$ cat config.mk
export PLATFORM = sky130hd
export DESIGN_NAME = rv_core
export DESIGN_NICKNAME = d
export VERILOG_FILES = /design/src/hw/rv_pkg.sv /design/src/hw/rv_if.sv /design/src/hw/rv_alu.sv /design/src/hw/rv_regfile.sv /design/src/hw/rv_decoder.sv /design/src/hw/rv_hazard.sv /design/src/hw/rv_datapath.sv /design/src/hw/rv_core.sv
export SDC_FILE = /design/constraint.sdc
export NUM_CORES = 2
export LEC_CHECK = 0
export ABC_AREA = 1
export CAP_MARGIN = 20
export CORE_MARGIN = 2
export CORE_UTILIZATION = 35
export DETAILED_ROUTE_END_ITERATION = 16
export DONT_BUFFER_PORTS = 1
export HOLD_SLACK_MARGIN = 0.03
export PLACE_DENSITY_LB_ADDON = 0.08
export SYNTH_ARGS = -nofsm -noshare
export SYNTH_HDL_FRONTEND = slang
export SYNTH_HIERARCHICAL = 1
export SYNTH_SLANG_ARGS = --single-unit
$ cat constraint.sdc
create_clock -name clk -period 8.12 [get_ports clk]
set_input_delay 0.406 -clock clk [delete_from_list [all_inputs] [get_ports clk]]
set_output_delay 0.406 -clock clk [all_outputs]
set_load 0.02 [all_outputs]
$ cat src/hw/rv_pkg.sv
// rv32i core package with shared word types and selector encodings
`default_nettype none

package rv_pkg;

  // data, address and instruction word
  typedef logic [31:0] word_t;
  // register file index
  typedef logic [4:0] reg_idx_t;

  typedef enum logic [3:0] {
    ALU_ADD,
    ALU_SUB,
    ALU_SLL,
    ALU_SLT,
    ALU_SLTU,
    ALU_XOR,
    ALU_SRL,
    ALU_SRA,
    ALU_OR,
    ALU_AND,
    ALU_PASS_B
  } alu_op_e;

  typedef enum logic [2:0] {
    IMM_I,
    IMM_S,
    IMM_B,
    IMM_U,
    IMM_J
  } imm_src_e;

  // writeback source, imm-plus is either imm or pc plus imm
  typedef enum logic [1:0] {
    RES_ALU     = 2'd0,
    RES_MEM     = 2'd1,
    RES_IMMPLUS = 2'd2,
    RES_PC4     = 2'd3
  } result_src_e;

  typedef enum logic [1:0] {
    PC_PC4    = 2'd0,
    PC_BRANCH = 2'd1,
    PC_JALR   = 2'd2
  } pc_src_e;

  // order follows the inputs of the execute-stage forwarding muxes
  typedef enum logic [1:0] {
    FWD_REG         = 2'd0,
    FWD_WB_RESULT   = 2'd1,
    FWD_MEM_IMMPLUS = 2'd2,
    FWD_MEM_ALU     = 2'd3
  } fwd_sel_e;

  localparam word_t RESET_PC_DEFAULT = 32'h0001_0000;

endpackage

`default_nettype wire

$ cat src/hw/rv_if.sv
// control and hazard interfaces between decoder, datapath and hazard unit
`timescale 1ns/10ps
`default_nettype none

interface rv_ctrl_if import rv_pkg::*; ();

  imm_src_e    d_imm_src;
  alu_op_e     e_alu_op;
  logic        e_alu_src;
  logic        e_imm_plus_src;
  pc_src_e     e_pc_src;
  result_src_e w_result_src;
  logic        w_reg_write;

  // back from the datapath
  word_t       d_inst;
  logic        e_zero;
  logic        e_lt;
  logic        e_ltu;

  modport decoder (
    output d_imm_src, e_alu_op, e_alu_src, e_imm_plus_src, e_pc_src,
    output w_result_src, w_reg_write,
    input  d_inst, e_zero, e_lt, e_ltu
  );

  modport datapath (
    input  d_imm_src, e_alu_op, e_alu_src, e_imm_plus_src, e_pc_src,
    input  w_result_src, w_reg_write,
    output d_inst, e_zero, e_lt, e_ltu
  );

endinterface

interface rv_hazard_if import rv_pkg::*; (input logic clk);

  // register indices per stage
  reg_idx_t    d_rs1;
  reg_idx_t    d_rs2;
  reg_idx_t    e_rs1;
  reg_idx_t    e_rs2;
  reg_idx_t    e_rd;
  reg_idx_t    m_rd;
  reg_idx_t    w_rd;

  // stage control from the decoder
  logic        e_is_load;
  logic        m_reg_write;
  result_src_e m_result_src;
  logic        w_reg_write;
  pc_src_e     e_pc_src;

  logic        f_stall;
  logic        d_stall;
  logic        d_flush;
  logic        e_flush;
  fwd_sel_e    e_fwd1;
  fwd_sel_e    e_fwd2;

  modport datapath (
    output d_rs1, d_rs2, e_rs1, e_rs2, e_rd, m_rd, w_rd,
    input  f_stall, d_stall, d_flush, e_flush, e_fwd1, e_fwd2
  );

  modport decoder (
    output e_is_load, m_reg_write, m_result_src, w_reg_write, e_pc_src
  );

  modport hazard (
    input  clk,
    input  d_rs1, d_rs2, e_rs1, e_rs2, e_rd, m_rd, w_rd,
    input  e_is_load, m_reg_write, m_result_src, w_reg_write, e_pc_src,
    output f_stall, d_stall, d_flush, e_flush, e_fwd1, e_fwd2
  );

endinterface

`default_nettype wire

$ cat src/hw/rv_alu.sv
// integer ALU with compare flags for branch resolution
`timescale 1ns/10ps
`default_nettype none

module rv_alu import rv_pkg::*; (
  input  alu_op_e i_op,
  input  word_t   i_a,
  input  word_t   i_b,
  output word_t   o_y,
  output logic    o_zero,
  output logic    o_lt,
  output logic    o_ltu
);

  logic [32:0] diff;
  logic [4:0]  shamt;

  // flags always come from a - b, whatever the op
  assign diff   = {1'b0, i_a} - {1'b0, i_b};
  assign shamt  = i_b[4:0];
  assign o_zero = (diff[31:0] == '0);
  assign o_ltu  = diff[32];
  // signs differ: the negative operand is the smaller one
  assign o_lt   = (i_a[31] != i_b[31]) ? i_a[31] : diff[31];

  always_comb begin
    case (i_op)
      ALU_ADD:    o_y = i_a + i_b;
      ALU_SUB:    o_y = diff[31:0];
      ALU_SLL:    o_y = i_a << shamt;
      ALU_SLT:    o_y = {31'b0, o_lt};
      ALU_SLTU:   o_y = {31'b0, o_ltu};
      ALU_XOR:    o_y = i_a ^ i_b;
      ALU_SRL:    o_y = i_a >> shamt;
      ALU_SRA:    o_y = word_t'($signed(i_a) >>> shamt);
      ALU_OR:     o_y = i_a | i_b;
      ALU_AND:    o_y = i_a & i_b;
      ALU_PASS_B: o_y = i_b;
      default:    o_y = '0;
    endcase
  end

endmodule

`default_nettype wire

$ cat src/hw/rv_regfile.sv
// 32 x 32 register file, two read ports with write-through, x0 tied to zero
`timescale 1ns/10ps
`default_nettype none

module rv_regfile import rv_pkg::*; (
  input  logic     clk,
  input  logic     i_rst_n,
  input  logic     i_we,
  input  reg_idx_t i_waddr,
  input  reg_idx_t i_raddr1,
  input  reg_idx_t i_raddr2,
  input  word_t    i_wdata,
  output word_t    o_rdata1,
  output word_t    o_rdata2
);

  // no storage for x0
  word_t regs [1:31];

  always_ff @(posedge clk) begin
    if (i_we && (i_waddr != '0)) begin
      regs[i_waddr] <= i_wdata;
    end
  end

  // writeback in the same cycle is seen by decode
  always_comb begin
    if (i_raddr1 == '0) begin
      o_rdata1 = '0;
    end else if (i_we && (i_raddr1 == i_waddr)) begin
      o_rdata1 = i_wdata;
    end else begin
      o_rdata1 = regs[i_raddr1];
    end
  end

  always_comb begin
    if (i_raddr2 == '0) begin
      o_rdata2 = '0;
    end else if (i_we && (i_raddr2 == i_waddr)) begin
      o_rdata2 = i_wdata;
    end else begin
      o_rdata2 = regs[i_raddr2];
    end
  end

  // writeback never presents an unknown index or value
  a_write_known: assert property (@(posedge clk) disable iff (!i_rst_n)
    i_we |-> !$isunknown({i_waddr, i_wdata}));

endmodule

`default_nettype wire

$ cat src/hw/rv_decoder.sv
// rv32i instruction decode, E/M/W control pipeline and branch resolution
`timescale 1ns/10ps
`default_nettype none

module rv_decoder import rv_pkg::*; (
  input  logic          clk,
  input  logic          i_rst_n,
  rv_ctrl_if.decoder    ctrl,
  rv_hazard_if.decoder  hz,
  input  logic          i_d_stall,
  input  logic          i_e_flush,
  output logic          o_dmem_we
);

  localparam logic [6:0] OPC_LUI    = 7'b0110111;
  localparam logic [6:0] OPC_AUIPC  = 7'b0010111;
  localparam logic [6:0] OPC_JAL    = 7'b1101111;
  localparam logic [6:0] OPC_JALR   = 7'b1100111;
  localparam logic [6:0] OPC_BRANCH = 7'b1100011;
  localparam logic [6:0] OPC_LOAD   = 7'b0000011;
  localparam logic [6:0] OPC_STORE  = 7'b0100011;
  localparam logic [6:0] OPC_OPIMM  = 7'b0010011;
  localparam logic [6:0] OPC_OP     = 7'b0110011;

  logic [6:0]  d_opcode;
  logic [2:0]  d_funct3;
  logic        d_funct7_b5;

  // decode stage fields
  logic        d_reg_write, d_mem_write, d_is_load;
  logic        d_branch, d_jal, d_jalr;
  logic        d_alu_src, d_imm_plus_src;
  alu_op_e     d_alu_op;
  result_src_e d_result_src;
  imm_src_e    d_imm_src;

  // execute stage copy
  logic        e_reg_write, e_mem_write, e_is_load;
  logic        e_branch, e_jal, e_jalr;
  logic        e_alu_src, e_imm_plus_src;
  alu_op_e     e_alu_op;
  result_src_e e_result_src;
  logic [2:0]  e_funct3;
  logic        e_taken;
  pc_src_e     e_pc_src;

  // memory and writeback copies
  logic        m_reg_write, m_mem_write;
  result_src_e m_result_src;
  logic        w_reg_write;
  result_src_e w_result_src;

  function automatic alu_op_e funct_alu_op(logic [2:0] funct3, logic alt);
    case (funct3)
      3'b000:  return alt ? ALU_SUB : ALU_ADD;
      3'b001:  return ALU_SLL;
      3'b010:  return ALU_SLT;
      3'b011:  return ALU_SLTU;
      3'b100:  return ALU_XOR;
      3'b101:  return alt ? ALU_SRA : ALU_SRL;
      3'b110:  return ALU_OR;
      default: return ALU_AND;
    endcase
  endfunction

  assign d_opcode    = ctrl.d_inst[6:0];
  assign d_funct3    = ctrl.d_inst[14:12];
  assign d_funct7_b5 = ctrl.d_inst[30];

  // unknown opcodes fall through as no-ops
  always_comb begin
    d_reg_write    = 1'b0;
    d_mem_write    = 1'b0;
    d_is_load      = 1'b0;
    d_branch       = 1'b0;
    d_jal          = 1'b0;
    d_jalr         = 1'b0;
    d_alu_src      = 1'b0;
    d_imm_plus_src = 1'b0;
    d_alu_op       = ALU_PASS_B;
    d_result_src   = RES_ALU;
    d_imm_src      = IMM_I;
    case (d_opcode)
      OPC_OP: begin
        d_reg_write = 1'b1;
        d_alu_op    = funct_alu_op(d_funct3, d_funct7_b5);
      end
      OPC_OPIMM: begin
        d_reg_write = 1'b1;
        d_alu_src   = 1'b1;
        // imm bit 30 only selects srai, never a subtract
        d_alu_op    = funct_alu_op(d_funct3, (d_funct3 == 3'b101) && d_funct7_b5);
      end
      OPC_LUI: begin
        d_reg_write  = 1'b1;
        d_imm_src    = IMM_U;
        d_result_src = RES_IMMPLUS;
      end
      OPC_AUIPC: begin
        d_reg_write    = 1'b1;
        d_imm_src      = IMM_U;
        d_imm_plus_src = 1'b1;
        d_result_src   = RES_IMMPLUS;
      end
      OPC_LOAD: begin
        d_reg_write  = 1'b1;
        d_is_load    = 1'b1;
        d_alu_src    = 1'b1;
        d_alu_op     = ALU_ADD;
        d_result_src = RES_MEM;
      end
      OPC_STORE: begin
        d_mem_write = 1'b1;
        d_alu_src   = 1'b1;
        d_alu_op    = ALU_ADD;
        d_imm_src   = IMM_S;
      end
      OPC_BRANCH: begin
        d_branch  = 1'b1;
        d_alu_op  = ALU_SUB;
        d_imm_src = IMM_B;
      end
      OPC_JAL: begin
        d_jal        = 1'b1;
        d_reg_write  = 1'b1;
        d_imm_src    = IMM_J;
        d_result_src = RES_PC4;
      end
      OPC_JALR: begin
        d_jalr       = 1'b1;
        d_reg_write  = 1'b1;
        d_alu_src    = 1'b1;
        d_alu_op     = ALU_ADD;
        d_result_src = RES_PC4;
      end
      default: begin
        d_reg_write = 1'b0;
      end
    endcase
  end

  // D/E control, flush inserts a bubble
  always_ff @(posedge clk or negedge i_rst_n) begin
    if (!i_rst_n) begin
      e_reg_write <= 1'b0;
      e_mem_write <= 1'b0;
      e_is_load   <= 1'b0;
      e_branch    <= 1'b0;
      e_jal       <= 1'b0;
      e_jalr      <= 1'b0;
    end else if (i_e_flush) begin
      e_reg_write <= 1'b0;
      e_mem_write <= 1'b0;
      e_is_load   <= 1'b0;
      e_branch    <= 1'b0;
      e_jal       <= 1'b0;
      e_jalr      <= 1'b0;
    end else if (!i_d_stall) begin
      e_reg_write <= d_reg_write;
      e_mem_write <= d_mem_write;
      e_is_load   <= d_is_load;
      e_branch    <= d_branch;
      e_jal       <= d_jal;
      e_jalr      <= d_jalr;
    end
  end

  // selector payload, only meaningful next to a valid control bit
  always_ff @(posedge clk) begin
    if (!i_d_stall) begin
      e_alu_src      <= d_alu_src;
      e_imm_plus_src <= d_imm_plus_src;
      e_alu_op       <= d_alu_op;
      e_result_src   <= d_result_src;
      e_funct3       <= d_funct3;
    end
  end

  always_ff @(posedge clk or negedge i_rst_n) begin
    if (!i_rst_n) begin
      m_reg_write <= 1'b0;
      m_mem_write <= 1'b0;
      w_reg_write <= 1'b0;
    end else begin
      m_reg_write <= e_reg_write;
      m_mem_write <= e_mem_write;
      w_reg_write <= m_reg_write;
    end
  end

  always_ff @(posedge clk) begin
    m_result_src <= e_result_src;
    w_result_src <= m_result_src;
  end

  // branch condition from funct3 and the ALU compare flags
  always_comb begin
    case (e_funct3)
      3'b000:  e_taken = ctrl.e_zero;
      3'b001:  e_taken = !ctrl.e_zero;
      3'b100:  e_taken = ctrl.e_lt;
      3'b101:  e_taken = !ctrl.e_lt;
      3'b110:  e_taken = ctrl.e_ltu;
      3'b111:  e_taken = !ctrl.e_ltu;
      default: e_taken = 1'b0;
    endcase
  end

  assign e_pc_src = e_jalr ? PC_JALR :
                    (e_jal || (e_branch && e_taken)) ? PC_BRANCH : PC_PC4;

  assign ctrl.d_imm_src      = d_imm_src;
  assign ctrl.e_alu_op       = e_alu_op;
  assign ctrl.e_alu_src      = e_alu_src;
  assign ctrl.e_imm_plus_src = e_imm_plus_src;
  assign ctrl.e_pc_src       = e_pc_src;
  assign ctrl.w_result_src   = w_result_src;
  assign ctrl.w_reg_write    = w_reg_write;

  assign hz.e_is_load    = e_is_load;
  assign hz.m_reg_write  = m_reg_write;
  assign hz.m_result_src = m_result_src;
  assign hz.w_reg_write  = w_reg_write;
  assign hz.e_pc_src     = e_pc_src;

  assign o_dmem_we = m_mem_write;

  // a jalr redirect needs a jalr decoded one cycle earlier
  a_jalr_origin: assert property (@(posedge clk) disable iff (!i_rst_n)
    (e_pc_src == PC_JALR) |-> $past(d_opcode == OPC_JALR));

endmodule

`default_nettype wire

$ cat src/hw/rv_hazard.sv
// hazard unit: forwarding selects, load-use stall and redirect flushes
`timescale 1ns/10ps
`default_nettype none

module rv_hazard import rv_pkg::*; (
  rv_hazard_if.hazard hz
);

  logic load_use;
  logic redirect;

  // memory stage wins over writeback, x0 never forwards
  function automatic fwd_sel_e pick_fwd(reg_idx_t rs, reg_idx_t m_rd, logic m_we,
                                        result_src_e m_src, reg_idx_t w_rd, logic w_we);
    fwd_sel_e sel;
    sel = FWD_REG;
    if ((rs != '0) && m_we && (rs == m_rd)) begin
      sel = (m_src == RES_IMMPLUS) ? FWD_MEM_IMMPLUS : FWD_MEM_ALU;
    end else if ((rs != '0) && w_we && (rs == w_rd)) begin
      sel = FWD_WB_RESULT;
    end
    return sel;
  endfunction

  assign hz.e_fwd1 = pick_fwd(hz.e_rs1, hz.m_rd, hz.m_reg_write, hz.m_result_src,
                              hz.w_rd, hz.w_reg_write);
  assign hz.e_fwd2 = pick_fwd(hz.e_rs2, hz.m_rd, hz.m_reg_write, hz.m_result_src,
                              hz.w_rd, hz.w_reg_write);

  // load result not ready until it reaches writeback
  assign load_use = hz.e_is_load && (hz.e_rd != '0) &&
                    ((hz.e_rd == hz.d_rs1) || (hz.e_rd == hz.d_rs2));
  assign redirect = (hz.e_pc_src != PC_PC4);

  assign hz.f_stall = load_use;
  assign hz.d_stall = load_use;
  assign hz.d_flush = redirect;
  assign hz.e_flush = load_use || redirect;

  // a held pc would drop the redirect target
  a_no_stall_on_redirect: assert property (@(posedge hz.clk) !(hz.f_stall && hz.d_flush));

endmodule

`default_nettype wire

$ cat src/hw/rv_datapath.sv
// five-stage rv32i datapath with PC, stage registers and forwarding
`timescale 1ns/10ps
`default_nettype none

module rv_datapath import rv_pkg::*; #(
  parameter word_t RESET_PC = RESET_PC_DEFAULT
) (
  input  logic          clk,
  input  logic          i_rst_n,
  rv_ctrl_if.datapath   ctrl,
  rv_hazard_if.datapath hz,
  input  word_t         i_inst,
  input  word_t         i_dmem_rdata,
  output word_t         o_pc,
  output word_t         o_dmem_addr,
  output word_t         o_dmem_wdata
);

  // fetch
  word_t    f_pc, f_pc4, f_pc_next;
  // decode
  word_t    d_inst, d_pc, d_pc4, d_imm, d_rd1, d_rd2;
  // execute
  word_t    e_rd1, e_rd2, e_imm, e_pc, e_pc4;
  word_t    e_src_a, e_wdata, e_src_b, e_alu_y, e_pc_imm, e_immplus;
  reg_idx_t e_rs1, e_rs2, e_rd;
  // memory
  word_t    m_alu, m_wdata, m_immplus, m_pc4;
  reg_idx_t m_rd;
  // writeback
  word_t    w_alu, w_mem, w_immplus, w_pc4, w_result;
  reg_idx_t w_rd;

  function automatic word_t fwd_mux(fwd_sel_e sel, word_t reg_val, word_t wb_val,
                                    word_t mem_immplus, word_t mem_alu);
    case (sel)
      FWD_WB_RESULT:   return wb_val;
      FWD_MEM_IMMPLUS: return mem_immplus;
      FWD_MEM_ALU:     return mem_alu;
      default:         return reg_val;
    endcase
  endfunction

  assign f_pc4 = f_pc + 32'd4;

  always_comb begin
    case (ctrl.e_pc_src)
      PC_BRANCH: f_pc_next = e_pc_imm;
      PC_JALR:   f_pc_next = {e_alu_y[31:1], 1'b0};
      default:   f_pc_next = f_pc4;
    endcase
  end

  always_ff @(posedge clk or negedge i_rst_n) begin
    if (!i_rst_n) begin
      f_pc <= RESET_PC;
    end else if (!hz.f_stall) begin
      f_pc <= f_pc_next;
    end
  end

  assign o_pc = f_pc;

  // IF/ID, an all-zero word decodes as a no-op
  always_ff @(posedge clk or negedge i_rst_n) begin
    if (!i_rst_n) begin
      d_inst <= '0;
    end else if (hz.d_flush) begin
      d_inst <= '0;
    end else if (!hz.d_stall) begin
      d_inst <= i_inst;
    end
  end

  always_ff @(posedge clk) begin
    if (!hz.d_stall) begin
      d_pc  <= f_pc;
      d_pc4 <= f_pc4;
    end
  end

  assign ctrl.d_inst = d_inst;
  assign hz.d_rs1    = d_inst[19:15];
  assign hz.d_rs2    = d_inst[24:20];

  rv_regfile regfile_i (
    .clk      (clk),
    .i_rst_n  (i_rst_n),
    .i_we     (ctrl.w_reg_write),
    .i_waddr  (w_rd),
    .i_raddr1 (d_inst[19:15]),
    .i_raddr2 (d_inst[24:20]),
    .i_wdata  (w_result),
    .o_rdata1 (d_rd1),
    .o_rdata2 (d_rd2)
  );

  always_comb begin
    case (ctrl.d_imm_src)
      IMM_S:   d_imm = {{20{d_inst[31]}}, d_inst[31:25], d_inst[11:7]};
      IMM_B:   d_imm = {{20{d_inst[31]}}, d_inst[7], d_inst[30:25], d_inst[11:8], 1'b0};
      IMM_U:   d_imm = {d_inst[31:12], 12'b0};
      IMM_J:   d_imm = {{12{d_inst[31]}}, d_inst[19:12], d_inst[20], d_inst[30:21], 1'b0};
      default: d_imm = {{20{d_inst[31]}}, d_inst[31:20]};
    endcase
  end

  // ID/EX, cleared indices keep a bubble out of forwarding
  always_ff @(posedge clk or negedge i_rst_n) begin
    if (!i_rst_n) begin
      e_rs1 <= '0;
      e_rs2 <= '0;
      e_rd  <= '0;
    end else if (hz.e_flush) begin
      e_rs1 <= '0;
      e_rs2 <= '0;
      e_rd  <= '0;
    end else begin
      e_rs1 <= d_inst[19:15];
      e_rs2 <= d_inst[24:20];
      e_rd  <= d_inst[11:7];
    end
  end

  always_ff @(posedge clk) begin
    e_rd1 <= d_rd1;
    e_rd2 <= d_rd2;
    e_imm <= d_imm;
    e_pc  <= d_pc;
    e_pc4 <= d_pc4;
  end

  assign hz.e_rs1 = e_rs1;
  assign hz.e_rs2 = e_rs2;
  assign hz.e_rd  = e_rd;

  always_comb begin
    e_src_a = fwd_mux(hz.e_fwd1, e_rd1, w_result, m_immplus, m_alu);
    e_wdata = fwd_mux(hz.e_fwd2, e_rd2, w_result, m_immplus, m_alu);
  end

  assign e_src_b = ctrl.e_alu_src ? e_imm : e_wdata;

  rv_alu alu_i (
    .i_op   (ctrl.e_alu_op),
    .i_a    (e_src_a),
    .i_b    (e_src_b),
    .o_y    (e_alu_y),
    .o_zero (ctrl.e_zero),
    .o_lt   (ctrl.e_lt),
    .o_ltu  (ctrl.e_ltu)
  );

  assign e_pc_imm  = e_pc + e_imm;
  assign e_immplus = ctrl.e_imm_plus_src ? e_pc_imm : e_imm;

  // EX/MEM
  always_ff @(posedge clk or negedge i_rst_n) begin
    if (!i_rst_n) begin
      m_rd <= '0;
    end else begin
      m_rd <= e_rd;
    end
  end

  always_ff @(posedge clk) begin
    m_alu     <= e_alu_y;
    m_wdata   <= e_wdata;
    m_immplus <= e_immplus;
    m_pc4     <= e_pc4;
  end

  assign hz.m_rd        = m_rd;
  assign o_dmem_addr    = m_alu;
  assign o_dmem_wdata   = m_wdata;

  // MEM/WB, load data is a full word
  always_ff @(posedge clk or negedge i_rst_n) begin
    if (!i_rst_n) begin
      w_rd <= '0;
    end else begin
      w_rd <= m_rd;
    end
  end

  always_ff @(posedge clk) begin
    w_alu     <= m_alu;
    w_mem     <= i_dmem_rdata;
    w_immplus <= m_immplus;
    w_pc4     <= m_pc4;
  end

  assign hz.w_rd = w_rd;

  always_comb begin
    case (ctrl.w_result_src)
      RES_MEM:     w_result = w_mem;
      RES_IMMPLUS: w_result = w_immplus;
      RES_PC4:     w_result = w_pc4;
      default:     w_result = w_alu;
    endcase
  end

endmodule

`default_nettype wire

$ cat src/hw/rv_core.sv
// rv32i pipelined core top with instruction and data memory ports
`timescale 1ns/10ps
`default_nettype none

module rv_core import rv_pkg::*; #(
  parameter word_t RESET_PC = RESET_PC_DEFAULT
) (
  input  logic  clk,
  input  logic  i_rst_n,
  input  word_t i_imem_data,
  input  word_t i_dmem_rdata,
  output word_t o_imem_addr,
  output word_t o_dmem_addr,
  output word_t o_dmem_wdata,
  output logic  o_dmem_we
);

  rv_ctrl_if   ctrl_if ();
  rv_hazard_if hz_if (.clk(clk));

  rv_decoder decoder_i (
    .clk       (clk),
    .i_rst_n   (i_rst_n),
    .ctrl      (ctrl_if.decoder),
    .hz        (hz_if.decoder),
    .i_d_stall (hz_if.d_stall),
    .i_e_flush (hz_if.e_flush),
    .o_dmem_we (o_dmem_we)
  );

  rv_hazard hazard_i (
    .hz (hz_if.hazard)
  );

  rv_datapath #(
    .RESET_PC (RESET_PC)
  ) datapath_i (
    .clk          (clk),
    .i_rst_n      (i_rst_n),
    .ctrl         (ctrl_if.datapath),
    .hz           (hz_if.datapath),
    .i_inst       (i_imem_data),
    .i_dmem_rdata (i_dmem_rdata),
    .o_pc         (o_imem_addr),
    .o_dmem_addr  (o_dmem_addr),
    .o_dmem_wdata (o_dmem_wdata)
  );

endmodule

`default_nettype wire

# ---- Yosys cells after proc, flatten, opt, wreduce, memory -nomap -nowiden
# Memories as Yosys holds them, arrays and structs flattened. A register that Yosys moved wholly into a read port is not among the register bits.
# Cells that the tools add are included.
dict set report totals {
  ff_bits 529
  ram_bits 992
  output_inout_bits 97
  word_cells 190
  memories 1
}
# memory depth word_bits rd rd_clocked_by_memory_dff wr line_no
set mem_list {}
lappend mem_list {datapath_i.regfile_i.regs 31 32 2 2 1 rv_regfile.sv:18} ;# word_t regs [1:31];
dict set report op_classes {
  add_sub_neg 4
  eq_ne 55
  shift 3
  n_mux 53
  bitwise_logic 3
  reduce_logical 35
}
# op count
set ops {}
lappend ops {{one-hot mux 32 bit (11 select lines)} 1}
lappend ops {{one-hot mux 32 bit (3 select lines)} 3}
lappend ops {{2-to-1 mux 32 bit} 4}
lappend ops {{one-hot mux 31 bit (4 select lines)} 1}
lappend ops {{adder 32 bit} 2}
lappend ops {{one-hot mux 32 bit (2 select lines)} 1}
lappend ops {{one-hot mux 4 bit (7 select lines)} 2}
lappend ops {{subtractor 32 x 32 -> 33 bit} 1}
lappend ops {{adder 32 x 3 -> 32 bit, second input constant} 1}
lappend ops {{AND 32 bit} 1}
lappend ops {{logical NOT 32 bit} 1}
lappend ops {{OR 32 bit} 1}
lappend ops {{left shift 32 x 5 -> 32 bit} 1}
lappend ops {{right shift 32 x 5 -> 32 bit} 1}
lappend ops {{>>> shifter 32 x 5 -> 32 bit} 1}
lappend ops {{bitwise XOR 32 bit} 1}
lappend ops {{2-to-1 mux 1 bit} 31}
lappend ops {{equality test 5 bit} 6}
lappend ops {{equality test 3 bit, second input constant} 8}
lappend ops {{equality test 7 x 6 -> 1 bit, second input constant} 3}
lappend ops {{equality test 7 bit, second input constant} 3}
lappend ops {{nonzero test 5 bit} 4}
lappend ops {{equality test 2 bit, second input constant} 8}
lappend ops {{equality test 4 x 3 -> 1 bit, second input constant} 4}
lappend ops {{27 further kinds} 63}

# ---- Depth between registers and ports, before layout
dict set report logic_depth {
  word_depth 19
  depth_mapped 54
  depth_no_buf 50
}

# ---- Modules after synthesis
# Netlist, hierarchy kept.
# module instances cells_each area_per_inst_um2 seq_area_each_um2
set by_module_without_submodules {}
lappend by_module_without_submodules {rv_regfile 1 6506 53033.4 29788.6}
lappend by_module_without_submodules {rv_datapath 1 2371 20657.3 12378.1}
lappend by_module_without_submodules {rv_alu 1 1958 9709.3 0.0}
lappend by_module_without_submodules {rv_decoder 1 118 1084.8 635.6}
lappend by_module_without_submodules {rv_hazard 1 150 654.4 0.0}

# ---- Worst setup path after synthesis
# Ideal clock, no wire load.
dict set report synth_timing {
  path_kind {register to register}
  from {register decoder_i.w_result_src[0] (netlist: decoder_i/ctrl.w_result_src[0])}
  to {register datapath_i.f_pc[2] (netlist: datapath_i/o_pc[2])}
  setup_time_ns 0.133
  arrival_ns 6.642
  path_slack_ns 1.345
  path_stages_with_launch 47
  path_buffers 7
  synth_period_minus_slack_ns 6.775
  cell_sequence {dfxtp_1 inv_2 nand2_1 inv_2 clkbuf_1 nand2_1 nand4_1 nand2_1 nand4_1 nand2_1 o21ai_1 buf_2 inv_1 clkbuf_1 buf_1 ha_1 buf_2 nor2_1 (+11 left out) nor2_1 nand3_1 nor2_1 nand3_1 nor3_2 nand2_1 nand3_1 nand3_1 nand2_1 nand2_1 a21oi_1 inv_1 ha_1 clkbuf_1 inv_1 clkbuf_1 o211ai_1 o21ai_0}
}
dict set report synth_between {
  elab_chain_len 14
  elab_cells_between_ends 30
  classes_between {add/sub: 2; eq/ne: 6; shift: 3; mux: 10; bitwise: 3; reduce/logical: 6}
}
# item line_no
set synth_lines {}
lappend synth_lines {{start, declared} rv_decoder.sv:51} ;# result_src_e w_result_src;
lappend synth_lines {{start signal, assigned} rv_decoder.sv:193} ;# w_result_src <= m_result_src;
lappend synth_lines {{equality test 2 bit or equality test 2 x 1 -> 1 bit (tied branches)} rv_datapath.sv:196} ;# case (ctrl.w_result_src)
lappend synth_lines {{one-hot mux 32 bit (3 select lines) (*)} rv_datapath.sv:196}
lappend synth_lines {{net datapath_i.w_result[3]} rv_datapath.sv:31} ;# word_t w_alu, w_mem, w_immplus, w_pc4, w_result;
lappend synth_lines {{one-hot mux 32 bit (3 select lines) (*)} rv_datapath.sv:36} ;# case (sel)
lappend synth_lines {{net datapath_i.e_wdata[3]} rv_datapath.sv:25} ;# word_t e_src_a, e_wdata, e_src_b, e_alu_y, e_pc_imm, e_immplus;
lappend synth_lines {{2-to-1 mux 32 bit (*)} rv_datapath.sv:142} ;# assign e_src_b = ctrl.e_alu_src ? e_imm : e_wdata;
lappend synth_lines {{net datapath_i.e_src_b[3]} rv_datapath.sv:25}
lappend synth_lines {{subtractor 32 x 32 -> 33 bit (*)} rv_alu.sv:19} ;# assign diff = {1'b0, i_a} - {1'b0, i_b};
lappend synth_lines {{(+1 left out)} --}
lappend synth_lines {{net ctrl_if.e_zero} rv_if.sv:17} ;# logic e_zero;
lappend synth_lines {{(+1 left out)} --}
lappend synth_lines {{one-hot mux 1 bit (6 select lines) (*)} rv_decoder.sv:198} ;# case (e_funct3)
lappend synth_lines {{logical AND 1 bit (*)} rv_decoder.sv:210} ;# (e_jal || (e_branch && e_taken)) ? PC_BRANCH : PC_PC4;
lappend synth_lines {{logical OR 1 bit (*)} rv_decoder.sv:210}
lappend synth_lines {{2-to-1 mux 1 bit (*)} rv_decoder.sv:210}
lappend synth_lines {{2-to-1 mux 2 bit (*)} rv_decoder.sv:209} ;# assign e_pc_src = e_jalr ? PC_JALR :
lappend synth_lines {{net ctrl_if.e_pc_src[0]} rv_if.sv:11} ;# pc_src_e e_pc_src;
lappend synth_lines {{equality test 2 bit or equality test 2 x 1 -> 1 bit (tied branches)} rv_datapath.sv:47} ;# case (ctrl.e_pc_src)
lappend synth_lines {{one-hot mux 32 bit (2 select lines) (*)} rv_datapath.sv:47}
lappend synth_lines {{end signal, assigned} rv_datapath.sv:58} ;# f_pc <= f_pc_next;
lappend synth_lines {{end, declared} rv_datapath.sv:20} ;# word_t f_pc, f_pc4, f_pc_next;
# Mark *: on every way through the listed nets, which the timed path passes. The rest lies on a longest branch.
# A chain may end at the register's enable or synchronous reset.

# ---- Final worst setup path
dict set report layout_timing {
  from {register datapath_i.e_rs2[0] (netlist: datapath_i/hz.e_rs2[0])}
  to {register datapath_i.f_pc[13] (netlist: datapath_i/o_pc[13])}
}
dict set report layout_between {
  elab_chain_len 18
  elab_cells_between_ends 37
  classes_between {add/sub: 2; eq/ne: 8; shift: 3; mux: 10; bitwise: 3; reduce/logical: 11}
}
# item line_no
set layout_lines {}
lappend layout_lines {{start, declared} rv_datapath.sv:26} ;# reg_idx_t e_rs1, e_rs2, e_rd;
lappend layout_lines {{start signal, assigned} rv_datapath.sv:120} ;# e_rs2 <= d_inst[24:20];
lappend layout_lines {{nonzero test 5 bit} {rv_hazard.sv:17, rv_hazard.sv:19}}
lappend layout_lines {{logical AND 1 bit (2 in series)} rv_hazard.sv:19} ;# end else if ((rs != '0) && w_we && (rs == w_rd)) begin
lappend layout_lines {{2-to-1 mux 1 bit} rv_hazard.sv:19}
lappend layout_lines {{2-to-1 mux 2 bit (*)} rv_hazard.sv:17} ;# if ((rs != '0) && m_we && (rs == m_rd)) begin
lappend layout_lines {{net hz_if.e_fwd2[0]} rv_if.sv:58} ;# fwd_sel_e e_fwd2;
lappend layout_lines {{equality test 2 bit or equality test 2 x 1 -> 1 bit (tied branches)} rv_datapath.sv:36}
lappend layout_lines {{one-hot mux 32 bit (3 select lines) (*)} rv_datapath.sv:36}
lappend layout_lines {{net datapath_i.e_wdata[18]} rv_datapath.sv:25}
lappend layout_lines {{(+1 left out)} --}
lappend layout_lines {{net datapath_i.e_src_b[18]} rv_datapath.sv:25}
lappend layout_lines {{(+2 left out)} --}
lappend layout_lines {{net ctrl_if.e_zero} rv_if.sv:17}
lappend layout_lines {{(+1 left out)} --}
lappend layout_lines {{one-hot mux 1 bit (6 select lines) (*)} rv_decoder.sv:198}
lappend layout_lines {{logical AND 1 bit (*)} rv_decoder.sv:210}
lappend layout_lines {{logical OR 1 bit (*)} rv_decoder.sv:210}
lappend layout_lines {{2-to-1 mux 1 bit (*)} rv_decoder.sv:210}
lappend layout_lines {{2-to-1 mux 2 bit (*)} rv_decoder.sv:209}
lappend layout_lines {{net ctrl_if.e_pc_src[0]} rv_if.sv:11}
lappend layout_lines {{equality test 2 bit or equality test 2 x 1 -> 1 bit (tied branches)} rv_datapath.sv:47}
lappend layout_lines {{one-hot mux 32 bit (2 select lines) (*)} rv_datapath.sv:47}
# Marked as above.

==> impl_metrics.env <==
export IMPL_final_hold_violation_count=0
export IMPL_gp_congestion=1.02
export IMPL_crit_family="simple AND/OR/NAND/NOR gates"
export IMPL_h_tree_depth=4
export IMPL_rows=181
export IMPL_cp_end_kind="flip-flop"
export IMPL_regArea_sq_mm=0.0428
export IMPL_critPathRequiredTime_ps=8860
export IMPL_fin_ws_ps=537
export IMPL_finalMaxSlewViolations=0
export IMPL_firstDrtPassIters=7
export IMPL_drive_above_1_share_pct=6.99
export IMPL_drc=0
export IMPL_grt_pass1_vias=74100
export IMPL_cpPeakStageDelay_ps=610
export IMPL_numPortBuffers=0
export IMPL_tns_ps=0
export IMPL_vdd_drop_max_mv=0.260
export IMPL_detail_route_iter0_violations=9069
export IMPL_slew_headroom_pct=21.1
export IMPL_syn2layout_area_growth_pct=12.8
export IMPL_via_count=78300
export IMPL_path_max_fanout=20
export IMPL_clk_pin_slew_worst_paths_ps=60
export IMPL_ys_warn_count=6
export IMPL_clkPwrFrac_pct=33.1
export IMPL_hold_class="primary input to flip-flop"
export IMPL_viasPerCell=5.43
export IMPL_hpwl_microns=287000
export IMPL_tritoncts="built"
export IMPL_cp_arrival_ps=8330
export IMPL_post_place_ws_ps=372
export IMPL_clock_path_buffers=3
export IMPL_leakagePower_nw=42.8
export IMPL_num_fill_cells=24900
export IMPL_setup_viol=0
export IMPL_syn_num_nets=11300
export IMPL_p_sw_w=0.00957
export IMPL_multi_input_area_sq_mm=0.0345
export IMPL_overflow=0
export IMPL_fin_nets=11300
export IMPL_die_area_sq_mm=0.247
export IMPL_antenna_found_initial=31
export IMPL_cts_sinks=1581
export IMPL_io_pins=163
export IMPL_path_buf_inv=6
export IMPL_post_route_min_period_ps=7580
export IMPL_ant_nets=0
export IMPL_combPwrFrac_pct=25.8
export IMPL_syn_cell_area_sq_mm=0.0851
export IMPL_finClkSkew_ps=35.9
export IMPL_crit_type="flip-flop to flip-flop"
export IMPL_cp_common_cell="nand2_1"
export IMPL_maxCapViolCount=0
export IMPL_clk_latency_ps=870
export IMPL_wl_per_cell_microns=29.4
export IMPL_synth_cells=11100
export IMPL_syn_avg_cell_area_sq_um=7.67
export IMPL_initial_core_util_pct=35.1
export IMPL_fp_coreArea_sq_mm=0.243
export IMPL_cts_root_buf="clkbuf_16"
export IMPL_max_freq_mhz=132
export IMPL_die_w_microns=497
export IMPL_post_route_period_util_pct=93.4
export IMPL_die_y_microns=497
export IMPL_grt_pass1_wl_microns=587000
export IMPL_status="finished clean"
export IMPL_worstSetupStartpointType="flip-flop"
export IMPL_cts_buffers=186
export IMPL_routed_wl_microns=424000
export IMPL_grt_max_degree=167
export IMPL_p_int_w=0.0158
export IMPL_cpMaxStageDelayCell="fa_1"
export IMPL_swShare_pct=37.7
export IMPL_final_core_util_pct=39.6
export IMPL_cts_setup_buffers=0
export IMPL_cellPowerDensity_mw_per_mm2=264
export IMPL_worst_pin_slew_ps=1180
export IMPL_track_usage_pct=33.4
export IMPL_p_seq_share_pct=41.2
export IMPL_rsz0062_at_grt="false"
final timing paths:
path                                                   from                                      to  slack [ps]  cells after the start
max in group asynchronous                           i_rst_n  datapath_i/ctrl.d_inst[19]$_DFFE_PN0P_        7410                      2
min reg2reg                    datapath_i/m_pc4[21]$_DFF_P_            datapath_i/w_pc4[21]$_DFF_P_         320                      0
max reg2reg                datapath_i/hz.e_rs2[0]$_DFF_PN0_         datapath_i/o_pc[13]$_DFFE_PN0N_         540                     43
min                                         i_dmem_rdata[2]             datapath_i/w_mem[2]$_DFF_P_          90                      1
max                        datapath_i/hz.e_rs2[0]$_DFF_PN0_         datapath_i/o_pc[13]$_DFFE_PN0N_         540                     43
min in group asynchronous                           i_rst_n         datapath_i/o_pc[18]$_DFFE_PN0N_         130                      2
through the flow:
stage,hold WS [ps],cells,area (sq um),power (W)
6_report,87.7,14400,96000,0.0254
3_3_place_gp,115,14000,89200,0.0170
2_1_floorplan,110,11100,85100,0.0135
4_1_cts,35.3,14400,96000,0.0254
3_5_place_dp,115,14000,89300,0.0169
5_1_grt,61.6,14400,96000,0.0262
state kept, by name, summed over array words and instances, names as in the netlist, 30 cells and up:
signal	cells
datapath_i/regfile_i/regs	992
datapath_i/ctrl.d_inst	32
datapath_i/d_pc	32
datapath_i/e_imm	32
datapath_i/e_pc4	32
datapath_i/e_rd1	32
datapath_i/e_rd2	32
datapath_i/m_immplus	32
datapath_i/m_pc4	32
datapath_i/o_dmem_addr	32
datapath_i/o_dmem_wdata	32
datapath_i/o_pc	32
datapath_i/w_alu	32
datapath_i/w_immplus	32
datapath_i/w_mem	32
datapath_i/w_pc4	32
datapath_i/d_pc4	30
datapath_i/e_pc	30
per-layer routing:
metal / GRT usage, % / up-vias / share of wire, % / wire length, microns
li1: - / 35800 / - / -
met1: 44.0 / 38000 / 42 / 176000
met2: 53.6 / 3750 / 45 / 193000
met3: 4.92 / 791 / 7.4 / 31500
met4: 16.3 / 8 / 5.5 / 23500
met5: 0 / - / 0.018 / 76
power groups by stage:
stage	sequential, W	clock (W)	combinational, W
6_report	0.0105	0.00839	0.00654
5_1_grt	0.0105	0.00884	0.00691
4_1_cts	0.0104	0.00854	0.00640
3_5_place_dp	0.0106	0	0.00633
3_3_place_gp	0.0106	0	0.00641
2_1_floorplan	0.0101	0	0.00340
cell usage in the layout, fill, tap and decap left out, types with 16 or more instances in the layout:
| cell | instances |
|---|---|
| inv_2 | 48 |
| nand2_1 | 3844 |
| clkbuf_16 | 193 |
| nand4_1 | 80 |
| o21ai_1 | 139 |
| buf_4 | 292 |
| buf_12 | 19 |
| clkbuf_8 | 17 |
| nor2_2 | 20 |
| dfrtp_1 | 87 |
| xor2_1 | 33 |
| nor3_1 | 32 |
| nand3_1 | 1278 |
| clkbuf_1 | 38 |
| nor2_1 | 679 |
| or2_2 | 16 |
| clkinv_1 | 30 |
| o22ai_1 | 72 |
| clkinv_2 | 34 |
| edfxtp_1 | 1065 |
| ha_1 | 130 |
| a21oi_1 | 413 |
| inv_1 | 1351 |
| o211ai_1 | 122 |
| nor2_4 | 43 |
| o21ai_0 | 411 |
| diode_2 | 22 |
| dfxtp_1 | 418 |
| dlygate4sd3_1 | 65 |
cell type report:
type,count,area share [%]
inverters,1415,5.57
diodes,22,0.0573
clock buffers,248,5.42
clock inverters,89,0.851
multi-input cells,7502,35.9
well taps,3202,4.17
repair buffers,377,3.39
flip-flops and latches,1581,44.6
timing repair:
item	4_1_cts	5_1_grt
gates resized for setup	0	3
setup endpoints to repair	0	31
hold buffers	66	0
endpoints found under the hold margin	162	0
No activity file was read; power rests on OpenSTA's default activity.
